**src/branch_params.svh**
```systemverilog
`ifndef BRANCH_PARAMS_SVH
`define BRANCH_PARAMS_SVH

// Datapath word, used for addresses and operands
`define WORD_W 32

// Jump index field in J-type instructions
`define JIMM_W 26

// Jump index after the shift by two
`define REGION_W 28

// Redirect address for illegal or unknown instructions
`define TRAP_ADDR 0

`endif

```
**src/branch_pkg.sv**
```systemverilog
`include "branch_params.svh"

package branch_pkg;

    typedef logic [`WORD_W-1:0] wordT;

    // Selection codes seen by the PC source block
    typedef enum logic [3:0] {
        selGez     = 4'b0000,
        selEq      = 4'b0001,
        selNe      = 4'b0010,
        selGtz     = 4'b0011,
        selLez     = 4'b0100,
        selLtz     = 4'b0101,
        selJump    = 4'b0110,
        selJr      = 4'b0111,
        selAlways  = 4'b1000,
        selIllegal = 4'b1111
    } branchSelT;

    // Stage 1 payload, everything the resolve logic needs
    typedef struct packed {
        branchSelT            sel;
        wordT                 aluResult;
        logic                 zero;
        wordT                 addResult;
        logic [`REGION_W-1:0] imm;
    } decodeT;

    // Stage 2 payload, the redirect decision
    typedef struct packed {
        logic pcSrc;
        wordT pcNew;
    } resolveT;

endpackage

```
**src/stageReg.sv**
```systemverilog
`timescale 1ns/1ps

module stageReg #(
    parameter type payloadT = logic
) (
    input  logic    clk,
    input  logic    arstN,
    input  logic    inValid,
    input  payloadT inData,
    output logic    outValid,
    output payloadT outData
);

    // Valid bit follows the input every cycle
    always_ff @(posedge clk or negedge arstN) begin
        if (!arstN) begin
            outValid <= 1'b0;
        end else begin
            outValid <= inValid;
        end
    end

    // Payload only moves with a valid item, otherwise holds
    always_ff @(posedge clk or negedge arstN) begin
        if (!arstN) begin
            outData <= '0;
        end else if (inValid) begin
            outData <= inData;
        end
    end

endmodule

```
**src/branchDecoder.sv**
```systemverilog
`timescale 1ns/1ps

module branchDecoder
    import branch_pkg::*;
(
    input  wordT      instr,
    output branchSelT branchSel,
    output logic      useRt
);

    ////////////////////////////////////////////////////////////
    // MIPS encodings
    ////////////////////////////////////////////////////////////

    localparam logic [5:0] OP_SPECIAL = 6'b000000;
    localparam logic [5:0] OP_REGIMM  = 6'b000001;
    localparam logic [5:0] OP_J       = 6'b000010;
    localparam logic [5:0] OP_JAL     = 6'b000011;
    localparam logic [5:0] OP_BEQ     = 6'b000100;
    localparam logic [5:0] OP_BNE     = 6'b000101;
    localparam logic [5:0] OP_BLEZ    = 6'b000110;
    localparam logic [5:0] OP_BGTZ    = 6'b000111;

    // REGIMM sub-codes live in the rt field
    localparam logic [4:0] RT_BLTZ    = 5'b00000;
    localparam logic [4:0] RT_BGEZ    = 5'b00001;
    localparam logic [4:0] RT_BGEZAL  = 5'b10001;

    localparam logic [5:0] FN_JR      = 6'b001000;

    logic [5:0] opcode;
    logic [4:0] rtField;
    logic [5:0] funct;

    assign opcode  = instr[31:26];
    assign rtField = instr[20:16];
    assign funct   = instr[5:0];

    ////////////////////////////////////////////////////////////
    // Selection decode
    ////////////////////////////////////////////////////////////

    always_comb begin
        branchSel = selIllegal;
        case (opcode)
            OP_BEQ:  branchSel = selEq;
            OP_BNE:  branchSel = selNe;
            OP_BLEZ: branchSel = selLez;
            OP_BGTZ: branchSel = selGtz;
            OP_J,
            OP_JAL:  branchSel = selJump;
            OP_REGIMM: begin
                case (rtField)
                    RT_BGEZ:   branchSel = selGez;
                    RT_BLTZ:   branchSel = selLtz;
                    RT_BGEZAL: branchSel = selAlways;
                    default:   branchSel = selIllegal;
                endcase
            end
            OP_SPECIAL: begin
                if (funct == FN_JR) begin
                    branchSel = selJr;
                end
            end
            default: branchSel = selIllegal;
        endcase
    end

    // Only the two-register compares need rt, the rest test rs against zero
    assign useRt = (opcode == OP_BEQ) || (opcode == OP_BNE);

endmodule

```
**src/operandCompare.sv**
```systemverilog
`timescale 1ns/1ps

module operandCompare
    import branch_pkg::*;
(
    input  wordT rsData,
    input  wordT rtData,
    input  logic useRt,
    output wordT aluResult,
    output logic zero
);

    wordT subtrahend;

    // Zero stands in for rt on compares against zero
    assign subtrahend = useRt ? rtData : '0;

    // Wraps modulo 2^32, read as signed downstream
    assign aluResult = rsData - subtrahend;

    assign zero = (aluResult == '0);

endmodule

```
**src/targetGen.sv**
```systemverilog
`timescale 1ns/1ps
`include "branch_params.svh"

module targetGen
    import branch_pkg::*;
(
    input  wordT                 pc,
    input  wordT                 instr,
    output wordT                 addResult,
    output logic [`REGION_W-1:0] imm
);

    localparam int OFFSET_W = 16;
    localparam int EXT_W    = $bits(wordT) - OFFSET_W - 2;

    wordT seqPc;
    wordT offset;

    ////////////////////////////////////////////////////////////
    // Branch target
    ////////////////////////////////////////////////////////////

    // Address of the following instruction
    assign seqPc = pc + wordT'(4);

    // Sign-extended word offset, in bytes
    assign offset = {{EXT_W{instr[OFFSET_W-1]}}, instr[OFFSET_W-1:0], 2'b00};

    assign addResult = seqPc + offset;

    ////////////////////////////////////////////////////////////
    // Jump region field
    ////////////////////////////////////////////////////////////

    // Upper PC bits are spliced on in the resolve stage
    assign imm = {instr[`JIMM_W-1:0], 2'b00};

endmodule

```
**src/pcSrcControl.sv**
```systemverilog
`timescale 1ns/1ps
`include "branch_params.svh"

module pcSrcControl
    import branch_pkg::*;
(
    input  branchSelT            branchSel,
    input  logic                 zero,
    input  wordT                 aluResult,
    input  wordT                 addResult,
    input  logic [`REGION_W-1:0] imm,
    output logic                 pcSrc,
    output wordT                 pcNew
);

    // PC bits kept above the jump region
    localparam int HI_W = $bits(wordT) - `REGION_W;

    logic signed [$bits(wordT)-1:0] diff;
    logic                           taken;
    wordT                           target;
    wordT                           jumpTarget;

    assign diff       = aluResult;
    assign jumpTarget = {addResult[$bits(wordT)-1 -: HI_W], imm};

    ////////////////////////////////////////////////////////////
    // Redirect decision
    ////////////////////////////////////////////////////////////

    always_comb begin
        taken  = 1'b0;
        target = addResult;
        case (branchSel)
            // Conditional branches on rs - rt (or rs - 0)
            selGez: taken = (diff >= 0);
            selEq:  taken = zero;
            selNe:  taken = !zero;
            selGtz: taken = (diff > 0);
            selLez: taken = (diff <= 0);
            selLtz: taken = (diff < 0);

            // Unconditional transfers
            selJump: begin
                taken  = 1'b1;
                target = jumpTarget;
            end
            selJr: begin
                taken  = 1'b1;
                target = aluResult;
            end
            selAlways: begin
                taken  = 1'b1;
                target = addResult;
            end

            // Illegal code, go to the trap vector
            default: begin
                taken  = 1'b1;
                target = wordT'(`TRAP_ADDR);
            end
        endcase
    end

    // Not taken reports a zero address
    assign pcSrc = taken;
    assign pcNew = taken ? target : '0;

endmodule

```
**src/branchUnitTop.sv**
```systemverilog
`timescale 1ns/1ps
`include "branch_params.svh"

module branchUnitTop
    import branch_pkg::*;
(
    input  logic clk,
    input  logic arstN,
    input  logic issue,
    input  wordT instr,
    input  wordT pc,
    input  wordT rsData,
    input  wordT rtData,
    output logic resultValid,
    output logic pcSrc,
    output wordT pcNew
);

    branchSelT            branchSel;
    logic                 useRt;
    wordT                 aluResult;
    logic                 zero;
    wordT                 addResult;
    logic [`REGION_W-1:0] imm;

    decodeT  decodeIn;
    decodeT  decodeOut;
    logic    decodeValid;

    resolveT resolveIn;
    resolveT resolveOut;

    ////////////////////////////////////////////////////////////
    // Stage 1 decode, compare and target
    ////////////////////////////////////////////////////////////

    branchDecoder uDecoder (
        .instr     (instr),
        .branchSel (branchSel),
        .useRt     (useRt)
    );

    operandCompare uCompare (
        .rsData    (rsData),
        .rtData    (rtData),
        .useRt     (useRt),
        .aluResult (aluResult),
        .zero      (zero)
    );

    targetGen uTarget (
        .pc        (pc),
        .instr     (instr),
        .addResult (addResult),
        .imm       (imm)
    );

    assign decodeIn.sel       = branchSel;
    assign decodeIn.aluResult = aluResult;
    assign decodeIn.zero      = zero;
    assign decodeIn.addResult = addResult;
    assign decodeIn.imm       = imm;

    stageReg #(.payloadT(decodeT)) decodeStage (
        .clk      (clk),
        .arstN    (arstN),
        .inValid  (issue),
        .inData   (decodeIn),
        .outValid (decodeValid),
        .outData  (decodeOut)
    );

    ////////////////////////////////////////////////////////////
    // Stage 2 resolve
    ////////////////////////////////////////////////////////////

    pcSrcControl uPcSrc (
        .branchSel (decodeOut.sel),
        .zero      (decodeOut.zero),
        .aluResult (decodeOut.aluResult),
        .addResult (decodeOut.addResult),
        .imm       (decodeOut.imm),
        .pcSrc     (resolveIn.pcSrc),
        .pcNew     (resolveIn.pcNew)
    );

    stageReg #(.payloadT(resolveT)) resolveStage (
        .clk      (clk),
        .arstN    (arstN),
        .inValid  (decodeValid),
        .inData   (resolveIn),
        .outValid (resultValid),
        .outData  (resolveOut)
    );

    assign pcSrc = resolveOut.pcSrc;
    assign pcNew = resolveOut.pcNew;

endmodule

```
**config.mk**
```make
export PLATFORM = sky130hd
export DESIGN_NAME = branchUnitTop
export DESIGN_NICKNAME = d
export VERILOG_FILES = /design/src/branch_pkg.sv /design/src/stageReg.sv /design/src/branchDecoder.sv /design/src/operandCompare.sv /design/src/targetGen.sv /design/src/pcSrcControl.sv /design/src/branchUnitTop.sv
export VERILOG_INCLUDE_DIRS = /design/src
export SDC_FILE = /design/constraint.sdc
export NUM_CORES = 1
export LEC_CHECK = 0
export BUFFER_PORTS_ARGS = -buffer_cell sky130_fd_sc_hd__buf_2
export CELL_PAD_IN_SITES_DETAIL_PLACEMENT = 0
export CELL_PAD_IN_SITES_GLOBAL_PLACEMENT = 2
export CORE_MARGIN = 10
export CORE_UTILIZATION = 39
export CTS_CLUSTER_SIZE = 12
export DETAILED_ROUTE_END_ITERATION = 8
export HOLD_SLACK_MARGIN = 0.02
export PLACE_DENSITY = 0.88
export SKIP_CTS_REPAIR_TIMING = 1
export SYNTH_ARGS = -nofsm -noshare
export SYNTH_HDL_FRONTEND = slang
export SYNTH_SLANG_ARGS = --single-unit
```
**constraint.sdc**
```tcl
create_clock -name clk -period 4.8 [get_ports clk]
set_clock_uncertainty 0.1 [all_clocks]
set_input_delay 0.24 -clock clk [delete_from_list [all_inputs] [get_ports clk]]
set_output_delay 0.24 -clock clk [all_outputs]
set_load 0.1 [all_outputs]
```
# Yosys cells after proc, flatten, opt, wreduce, memory -nomap -nowiden
# Index checks and enable logic that the tools add are counted.
# Widths: inputs -> output; s select.
# word_totals
register_bits	130
in_bits	131
out_inout_bits	34
# classes
n_addsub	3
order_cmp	4
n_eq_ne	18
n_mux	7
reduce_logical	8
# ops
operator	n
$pmux 32 s3	1
$mux 32	2
$add 32x3->32 const B	1
$add 32x32->32	1
$ge 32x1->1 const B	1
$gt 32x1->1 const B	1
$le 32x1->1 const B	1
$logic_not 32->1	1
$lt 32x1->1 const B	1
$sub 32x32->32	1
$pmux 4 s7	1
$eq 6x3->1 const B	4
$eq 4x3->1 const B	4
$eq 6x2->1 const B	2
$pmux 4 s3	1
$eq 4x2->1 const B	2
$reduce_or 7->1	1
$eq 6x1->1 const B	1
$eq 6x4->1 const B	1
$logic_not 6->1	1
$pmux 1 s6	1
$eq 5x1->1 const B	1
$eq 5x5->1 const B	1
$logic_not 5->1	1
7 further kinds	7

# Longest topological paths before layout
# Gate-level depths: netlist of run 1.
# depth
depth_word	5
depth_mapped	16
ltp_nobuf	15

# By module
# From an unflattened synthesis of run 1, not the netlist that was laid out.
# unflattened
cells_unflattened	1144
area_unflattened_um2	11084.4
# by_module_without_submodules
module	instances	cells_per_inst	area_each_um2
stageReg at decodeStage	1	206	3743.6
operandCompare	1	362	2393.5
targetGen	1	286	2227.1
stageReg at resolveStage	1	71	1406.3
pcSrcControl	1	201	1152.4
branchDecoder	1	18	161.4

# Worst setup path before layout of run 1
# OpenSTA, ideal clock, no wires.
# synth_path
path_kind	input to register
startpoint	input instr[29]
endpoint	register decodeStage.outData[60] (netlist name)
setup_time_ps	95
arrival_ps	3951
t_required_ps	4605
setup_slack_ps	654
stages	15
path_buffers	1
path_cell_list	or3_1 -> nor3b_1 -> clkbuf_1 -> nand2_1 -> ha_1 -> nor2b_1 -> o31a_1 -> o2111ai_2 -> and4b_4 -> nor2_1 -> xor2_1 -> or4b_1 -> nor4_2 -> o2111ai_1 -> o32ai_2
# synth_via
elab_chain_cells	5
# synth_lines
item	line_no	source
from (decl)	branchUnitTop.sv:10	input wordT instr,
$eq 6x3->1	branchDecoder.sv:70	assign useRt = (opcode == OP_BEQ) || (opcode == OP_BNE);
$logic_or 1x1->1 *	branchDecoder.sv:70	
$mux 32 *	operandCompare.sv:16	assign subtrahend = useRt ? rtData : '0;
$sub 32x32->32 *	operandCompare.sv:19	assign aluResult = rsData - subtrahend;
$logic_not 32->1 *	operandCompare.sv:21	assign zero = (aluResult == '0);
to (signal assigned)	stageReg.sv:28	outData <= inData;
to (decl)	stageReg.sv:11	output payloadT outData
# Every way passes the cells marked *; elsewhere a longest branch is shown, timed or not.
# A chain may end at the register's enable or synchronous reset.

# Final worst setup path of run 1
# Same ends and word-level chain as after synthesis.

==> results.md, run 1 <==
* Crit path DAT at 4.31 ns
* # DRC at 0
* Wirelength per Cell at 19.17 microns
* Yosys top cell by area: dfrtp_1
* Status: completed
* Initial Util at 39.79%
* Post-synthesis cell count at 956
* Number of library cell types mapped by synthesis at roughly 80
* CP Class: input pin to register
* Hold WS at 0.01187 ns
* Total GRT Usage at 17.83%
* Slowest Stage Delay on Critical Path at around 0.53 ns
* Ports at ~170
* Worst-Margin Slew at 1.207 ns
* Final hold viol count at 0
* Crit Path Max Fanout at 32
* Max cap viols at 0
* RSZ-0062 raised after global routing: no
* Global-route wire length before repair at 44170 microns
* Fin area at 11390 sq um
* Family with the most delay on the worst path: simple AND/OR/NAND/NOR gates
* Syn avg cell area at a little under 10 sq um
* Critical path cell sequence: buf_2 > or3_1 > nor3b_2 > buf_12 > and2_1 > ha_1 > fa_1 > nor2b_1 > o31a_1 > or4_1 > o311ai_0 > and4b_1 > o2111ai_1 > or4_1 > nor4_2 > o2111ai_1 > o32ai_2
* Yosys top cell area share at 34.63%
* Skew-Pair Late Insertion Delay at 0.42 ns
* Dpl hpwl at ~21000 microns
* H-tree depth at 4
* Period minus WS final at around 4.1 ns
* Hold WC Path Type: input pin to register
* Lkg Pwr at 0.005007 uW
* Post-synthesis instance area at 9395 sq um
* CTS tree: done
* Main synth FF type: dfrtp_1
* Worst rel slew slack at 19.37%
* Post-route antenna net violation count at 0
* Final WL at approximately 28000 microns
* Synth Register Bits at 130
* Power per cell area at 325.5 nW/um^2
* Syn_nets at 1180
* Worst-path clk slew at 0.06 ns
* DR iter-0 viols at between 400 and 500
* Antenna fix cells at 0
* Critical Path RT at roughly 5 ns
* Initial antenna violation count at 0
* Syn. warnings at 0
* Fin Setup TNS at 0 ns
* DR pass1 iterations at 5
* Gpl congestion at 0.8614
* EDFF count, synth at 0
* Number of port buffers at 164
* Area of the core at 23610 sq um
* FP Rows at 56
* Crit path capture type: register
* Vias at 8060
* Final Cycle Share at 84.92%
* CTS Buf Count at 17
* Die area at ~31000 sq um
* Crit path max-delay cell type: or4_1
* Final nets at 1349
* Clock Sinks at 130
* Critical Path Start Type: input pin
* WP buf/inv at 2
* Worst-case clock buffer depth at 2
* Placed inst area at 10500 sq um
* Clk Tree Root Cell: clkbuf_16
* Die W at 175.2 microns
* Cells taking the most area after synthesis: dfrtp_1 35%, ha_1 12%, mux2_2 11%, a21oi_1 3.8%, xnor2_1 3.3%
* Die Height at about 180 microns
* Final Setup Violations at 0
* Vias per cell at 5.532
* Asr flop ratio synth at 100.0%
* Pin count of the biggest net entering global routing at 80
* Layout cell share with drive strength beyond 1 at 28.12%
* Area grow syn2layout at 21.21%
* Sequential share of the synthesized area at 34.63%
* Final Max Tran Viols at 0
* Number of global-route vias before repair at between 8000 and 9000
* Worst VDD drop at 197.2 uV
* Gr ovfl total at 0
* Max Fclk at 0.2453 GHz
-- state kept, by name, summed over array words and instances, names as in the netlist --
signal and flops:
decodeStage.outValid 1, decodeStage.outData 95, resolveStage.outValid 1, resolveStage.outData 33
-- logic make-up after synthesis --
| family | after synthesis | share of synthesized area, % |
|---|---|---|
| AO/OA/AOI/OAI | 287 | 21.31 |
| AND/OR/NAND/NOR | 231 | 12.44 |
| flip-flops | 130 | 34.63 |
| multiplexers | 95 | 11.36 |
| adder cells (fa/ha/maj) | 93 | 12.54 |
| buffers and inverters | 74 | 3.436 |
| XOR/XNOR | 46 | 4.288 |
-- through the flow --
stage | util [%] | power [uW] | setup slack, ns | std cells
finish | 48.23 | 3707 | 0.7240 | 1457
global route | 48.23 | 3900 | 0.4285 | 1457
CTS | 47.26 | 3720 | 0.7453 | 1434
detailed placement | 44.48 | 2266 | 0.3388 | 1402
global placement | 44.48 | 2258 | 0.4185 | 1402
floorplan | - | 1979 | 0.6537 | 956
-- layer usage --
layer / track usage, % / vias to the layer above / part of all wire, % / wire length, microns
li1: - / 3940 / - / -
met1: 24.02 / 3897 / 47 / 13250
met2: 28.32 / 196 / 46 / 12970
met3: 3.902 / 27 / 4.7 / 1314
met4: 4.521 / 0 / 1.4 / 392
met5: 0 / - / 0 / 0
-- synthesized netlist by cell type, types with 22 or more instances --
master / number
dfrtp_1: 130
mux2_2: 93
ha_1: 91
nand2_1: 73
a21oi_1: 71
nor2_1: 43
o21ai_0: 37
clkbuf_1: 35
xnor2_1: 35
o2bb2ai_1: 31
a22oi_1: 30
inv_1: 25
nor3_1: 22
-- power by group --
part	internal (uW)	switching (uW)	leakage [uW]
Combinational	419	483	0.00310
Clock	930	513	0.000320
Sequential	1240	117	0.00158
Total	2590	1110	0.00501
-- cell usage in the layout (no fill, tap or decap), drive strengths merged, types with 6 or more instances in the layout --
cell type	count
a21oi	71
nor2b	7
clkbuf	18
nand2	73
nor2	43
ha	91
xnor2	35
a31oi	7
nor3	22
nand3	19
a211oi	6
o21a	11
mux2	93
o2bb2ai	31
clkinv	6
a22oi	30
buf	174
a22o	7
o31ai	8
nor4	13
a21o	20
o21bai	13
o2111ai	6
dfrtp	130
nand4	12
inv	30
dlygate4sd3	23
o21ai	43
or3	8
xor2	11
-- path summary, 6_finish.rpt --
check | slack [ns] | cells past startpoint | start | end
min in group asynchronous | 0.45 | 2 | arstN | decodeStage.outData[28]
worst min register to register | 0.28 | 0 | decodeStage.outValid | resolveStage.outValid
worst min-delay path | 0.01 | 2 | instr[17] | decodeStage.outData[19]
max in group asynchronous | 3.30 | 3 | arstN | decodeStage.outData[70]
worst max register to register | 1.76 | 4 | decodeStage.outData[94] | resolveStage.outData[31]
worst max-delay path | 0.72 | 17 | instr[29] | decodeStage.outData[60]
-- layout make-up --
| class | count | area (sq um) |
|---|---|---|
| Clock buffer | 18 | 429.2 |
| Clock inverter | 14 | 225.2 |
| Fill cell | 2301 | 12220 |
| Inverter | 27 | 101.3 |
| Multi-Input combinational cell | 752 | 5824 |
| Sequential cell | 130 | 3253 |
| Tap cell | 319 | 399.1 |
| Timing Repair Buffer | 197 | 1156 |
No activity file was read; power rests on OpenSTA's default activity.
==> run 2: changes to the inputs <==
--- a/config.mk
+++ b/config.mk
@@ -10,11 +10,11 @@
 export CELL_PAD_IN_SITES_DETAIL_PLACEMENT = 0
 export CELL_PAD_IN_SITES_GLOBAL_PLACEMENT = 2
 export CORE_MARGIN = 10
-export CORE_UTILIZATION = 39
+export CORE_UTILIZATION = 36
 export CTS_CLUSTER_SIZE = 12
 export DETAILED_ROUTE_END_ITERATION = 8
 export HOLD_SLACK_MARGIN = 0.02
-export PLACE_DENSITY = 0.88
+export PLACE_DENSITY = 0.83
 export SKIP_CTS_REPAIR_TIMING = 1
 export SYNTH_ARGS = -nofsm -noshare
 export SYNTH_HDL_FRONTEND = slang
==> constraint.sdc (replaced) <==
create_clock -name clk -period 4 [get_ports clk]
set_clock_uncertainty 0.1 [all_clocks]
set_input_delay 0.2 -clock clk [delete_from_list [all_inputs] [get_ports clk]]
set_output_delay 0.2 -clock clk [all_outputs]
set_load 0.1 [all_outputs]
==> run 2 against run 1 <==
Net effect:
- global-route usage decreased by 0.78 points
- register-to-register slack worse by 0.56 ns
- combinational power increased by 36%
- sequential power increased by 20%
- worst hold slack better by 0.028 ns
- cell count is 8.9% higher
==> results.md, run 2 (same netlist as run 1, synthesis figures left out) <==
* Status: completed
* Crit path capture type: register
* Fin area at 12330 sq um (+8.3%)
* Area of the core at 25840 sq um (+9.4%)
* Lkg Pwr at 0.005529 uW (+10%)
* # DRC at 0 (unchanged)
* Clk Tree Root Cell: clkbuf_16
* Antenna fix cells at 0 (unchanged)
* RSZ-0062 raised after global routing: yes
* Number of port buffers at 164 (unchanged)
* Dpl hpwl at 22350 microns (+5.4%)
* Pin count of the biggest net entering global routing at 79 (-1.3%)
* Critical Path Start Type: input pin
* Worst-Margin Slew at 1.164 ns (-0.04308 ns)
* Period minus WS final at 3.880 ns
* M3 GR Usage at 4.115% (+0.21 points)
* H-tree depth at 4 (unchanged)
* Final Max Tran Viols at 0 (unchanged)
* Top Usage Layer GRT: met2
* Wirelength per Cell at 18.30 microns (-4.5%)
* Skew-Pair Late Insertion Delay at 0.42 ns (about the same)
* Final WL at 29020 microns (+3.9%)
* CP Class: input pin to register
* DR pass1 iterations at 6 (+1)
* Worst VDD drop at 239.4 uV (+21%)
* FP Rows at 59 (+5.4%)
* Hold WS at 0.03964 ns (+0.02777 ns)
* Die area at 32960 sq um (+7.4%)
* Largest register FFs at 95 (unchanged)
* Die Height at 181.6 microns (+3.6%)
* Area grow syn2layout at 31.24%
* Final hold viol count at 0 (unchanged)
* Power per cell area at 358.6 nW/um^2 (+10%)
* Largest registers: decodeStage.outData: 95 flops, resolveStage.outData: 33 flops
* DR iter-0 viols at 578 (+18%)
* GR Util met1 at 22.16% (-1.9 points)
* Clock Sinks at 130 (unchanged)
* Final Cycle Share at 97.00%
* Global-route wire length before repair at 46250 microns (+4.7%)
* Final Setup Violations at 0 (unchanged)
* Initial Util at 36.36% (-3.4 points)
* Biggest register: decodeStage.outData
* Critical Path RT at 4.23 ns (-0.80 ns)
* Max cap viols at 0 (unchanged)
* Gpl congestion at 0.8611 (about the same)
* Commonest non-fill, non-tap cell in the layout: buf_2
* Fillers at 2479 (+7.7%)
* Worst-case clock buffer depth at 2 (unchanged)
* CTS tree: done
* Final nets at 1462 (+8.4%)
* Total GRT Usage at 17.05% (-0.78 points)
* Crit Path Max Fanout at 7 (-78%)
* Vias at 8452 (+4.9%)
* Crit path DAT at 4.11 ns (-0.20 ns)
* Die W at 181.6 microns (+3.6%)
* CTS Buf Count at 17 (unchanged)
* Ports at 165 (unchanged)
* Gr ovfl total at 0 (unchanged)
* Placed inst area at 11350 sq um (+8.0%)
* M2 GR Usage at 27.92% (-0.40 points)
* Worst rel slew slack at 22.42% (+3.0 points)
* Vias per cell at 5.329 (-3.7%)
* Layout cell share with drive strength beyond 1 at 35.09% (+7.0 points)
* Hold WC Path Type: input pin to register
* Most frequent cells in the layout: 162 x buf_2, 130 x dfrtp_1, 117 x buf_4
* Number of global-route vias before repair at 8683 (+6.6%)
* Worst-path clk slew at 0.06 ns (about the same)
* Post-route antenna net violation count at 0 (unchanged)
* Max Fclk at 0.2577 GHz
* Initial antenna violation count at 1 (+1)
## run 2: power by group
group | leakage, uW | internal (uW) | switching (uW)
logic | 0.00367 | 610 | 615
registers | 0.00158 | 1490 | 138
clock network | 0.000279 | 928 | 637
## run 2: routing by layer
layer / share of wire [%] / wire [microns]
met1: 46 / 13480
met5: 0.045 / 13
met3: 4.6 / 1334
met2: 48 / 13880
met4: 1.1 / 318
## run 2: cell type report
| class | instances | area [sq um] | share of cell area (%) |
|---|---|---|---|
| Multi-Input combinational cell | 752 | 5942 | 48.19 |
| Sequential cell | 130 | 3253 | 26.38 |
| Timing Repair Buffer | 310 | 2029 | 16.46 |
| Clock buffer | 18 | 429.2 | 3.480 |
| Tap cell | 335 | 419.2 | 3.399 |
| Clock inverter | 14 | 156.4 | 1.268 |
| Inverter | 27 | 101.3 | 0.8219 |
## run 2: through the flow
step / cells / power, uW / setup TNS [ns] / setup WS (ns) / util (%)
detailed placement: 1525 / 2841 / -0.3568 / -0.3355 / 43.91
global route: 1586 / 4664 / -0.09067 / -0.09067 / 47.72
finish: 1586 / 4422 / 0 / 0.1201 / 47.72
floorplan: 956 / 2375 / 0 / 0.08331 / -
global placement: 1525 / 2827 / -0.2749 / -0.2545 / 43.91
CTS: 1557 / 4417 / 0 / 0.07361 / 46.18
## run 2: worst max-delay path, cell delays in order
cell and delay, ns:
buf_2 0.09, or3_4 0.42, nor3b_4 0.22, buf_12 0.15
and2_1 0.13, ha_2 0.18, fa_2 0.20, nor2b_1 0.06
o31a_1 0.32, or4_1 0.40, o311ai_1 0.11, and4b_1 0.30
o2111ai_1 0.15, or4_4 0.52, nor4_4 0.26, o2111ai_2 0.16
o32ai_2 0.20
## run 2: path summary, 6_finish.rpt
path	depth (start not counted)	endpoint	slack (ns)	start
max reg2reg	9	resolveStage.outData[14]	1.20	decodeStage.outData[92]
max in group asynchronous	3	resolveStage.outData[26]	2.58	arstN
min	1	decodeStage.outValid	0.04	issue
min reg2reg	0	resolveStage.outValid	0.29	decodeStage.outValid
max	17	decodeStage.outData[60]	0.12	instr[29]
min in group asynchronous	2	decodeStage.outData[28]	0.37	arstN
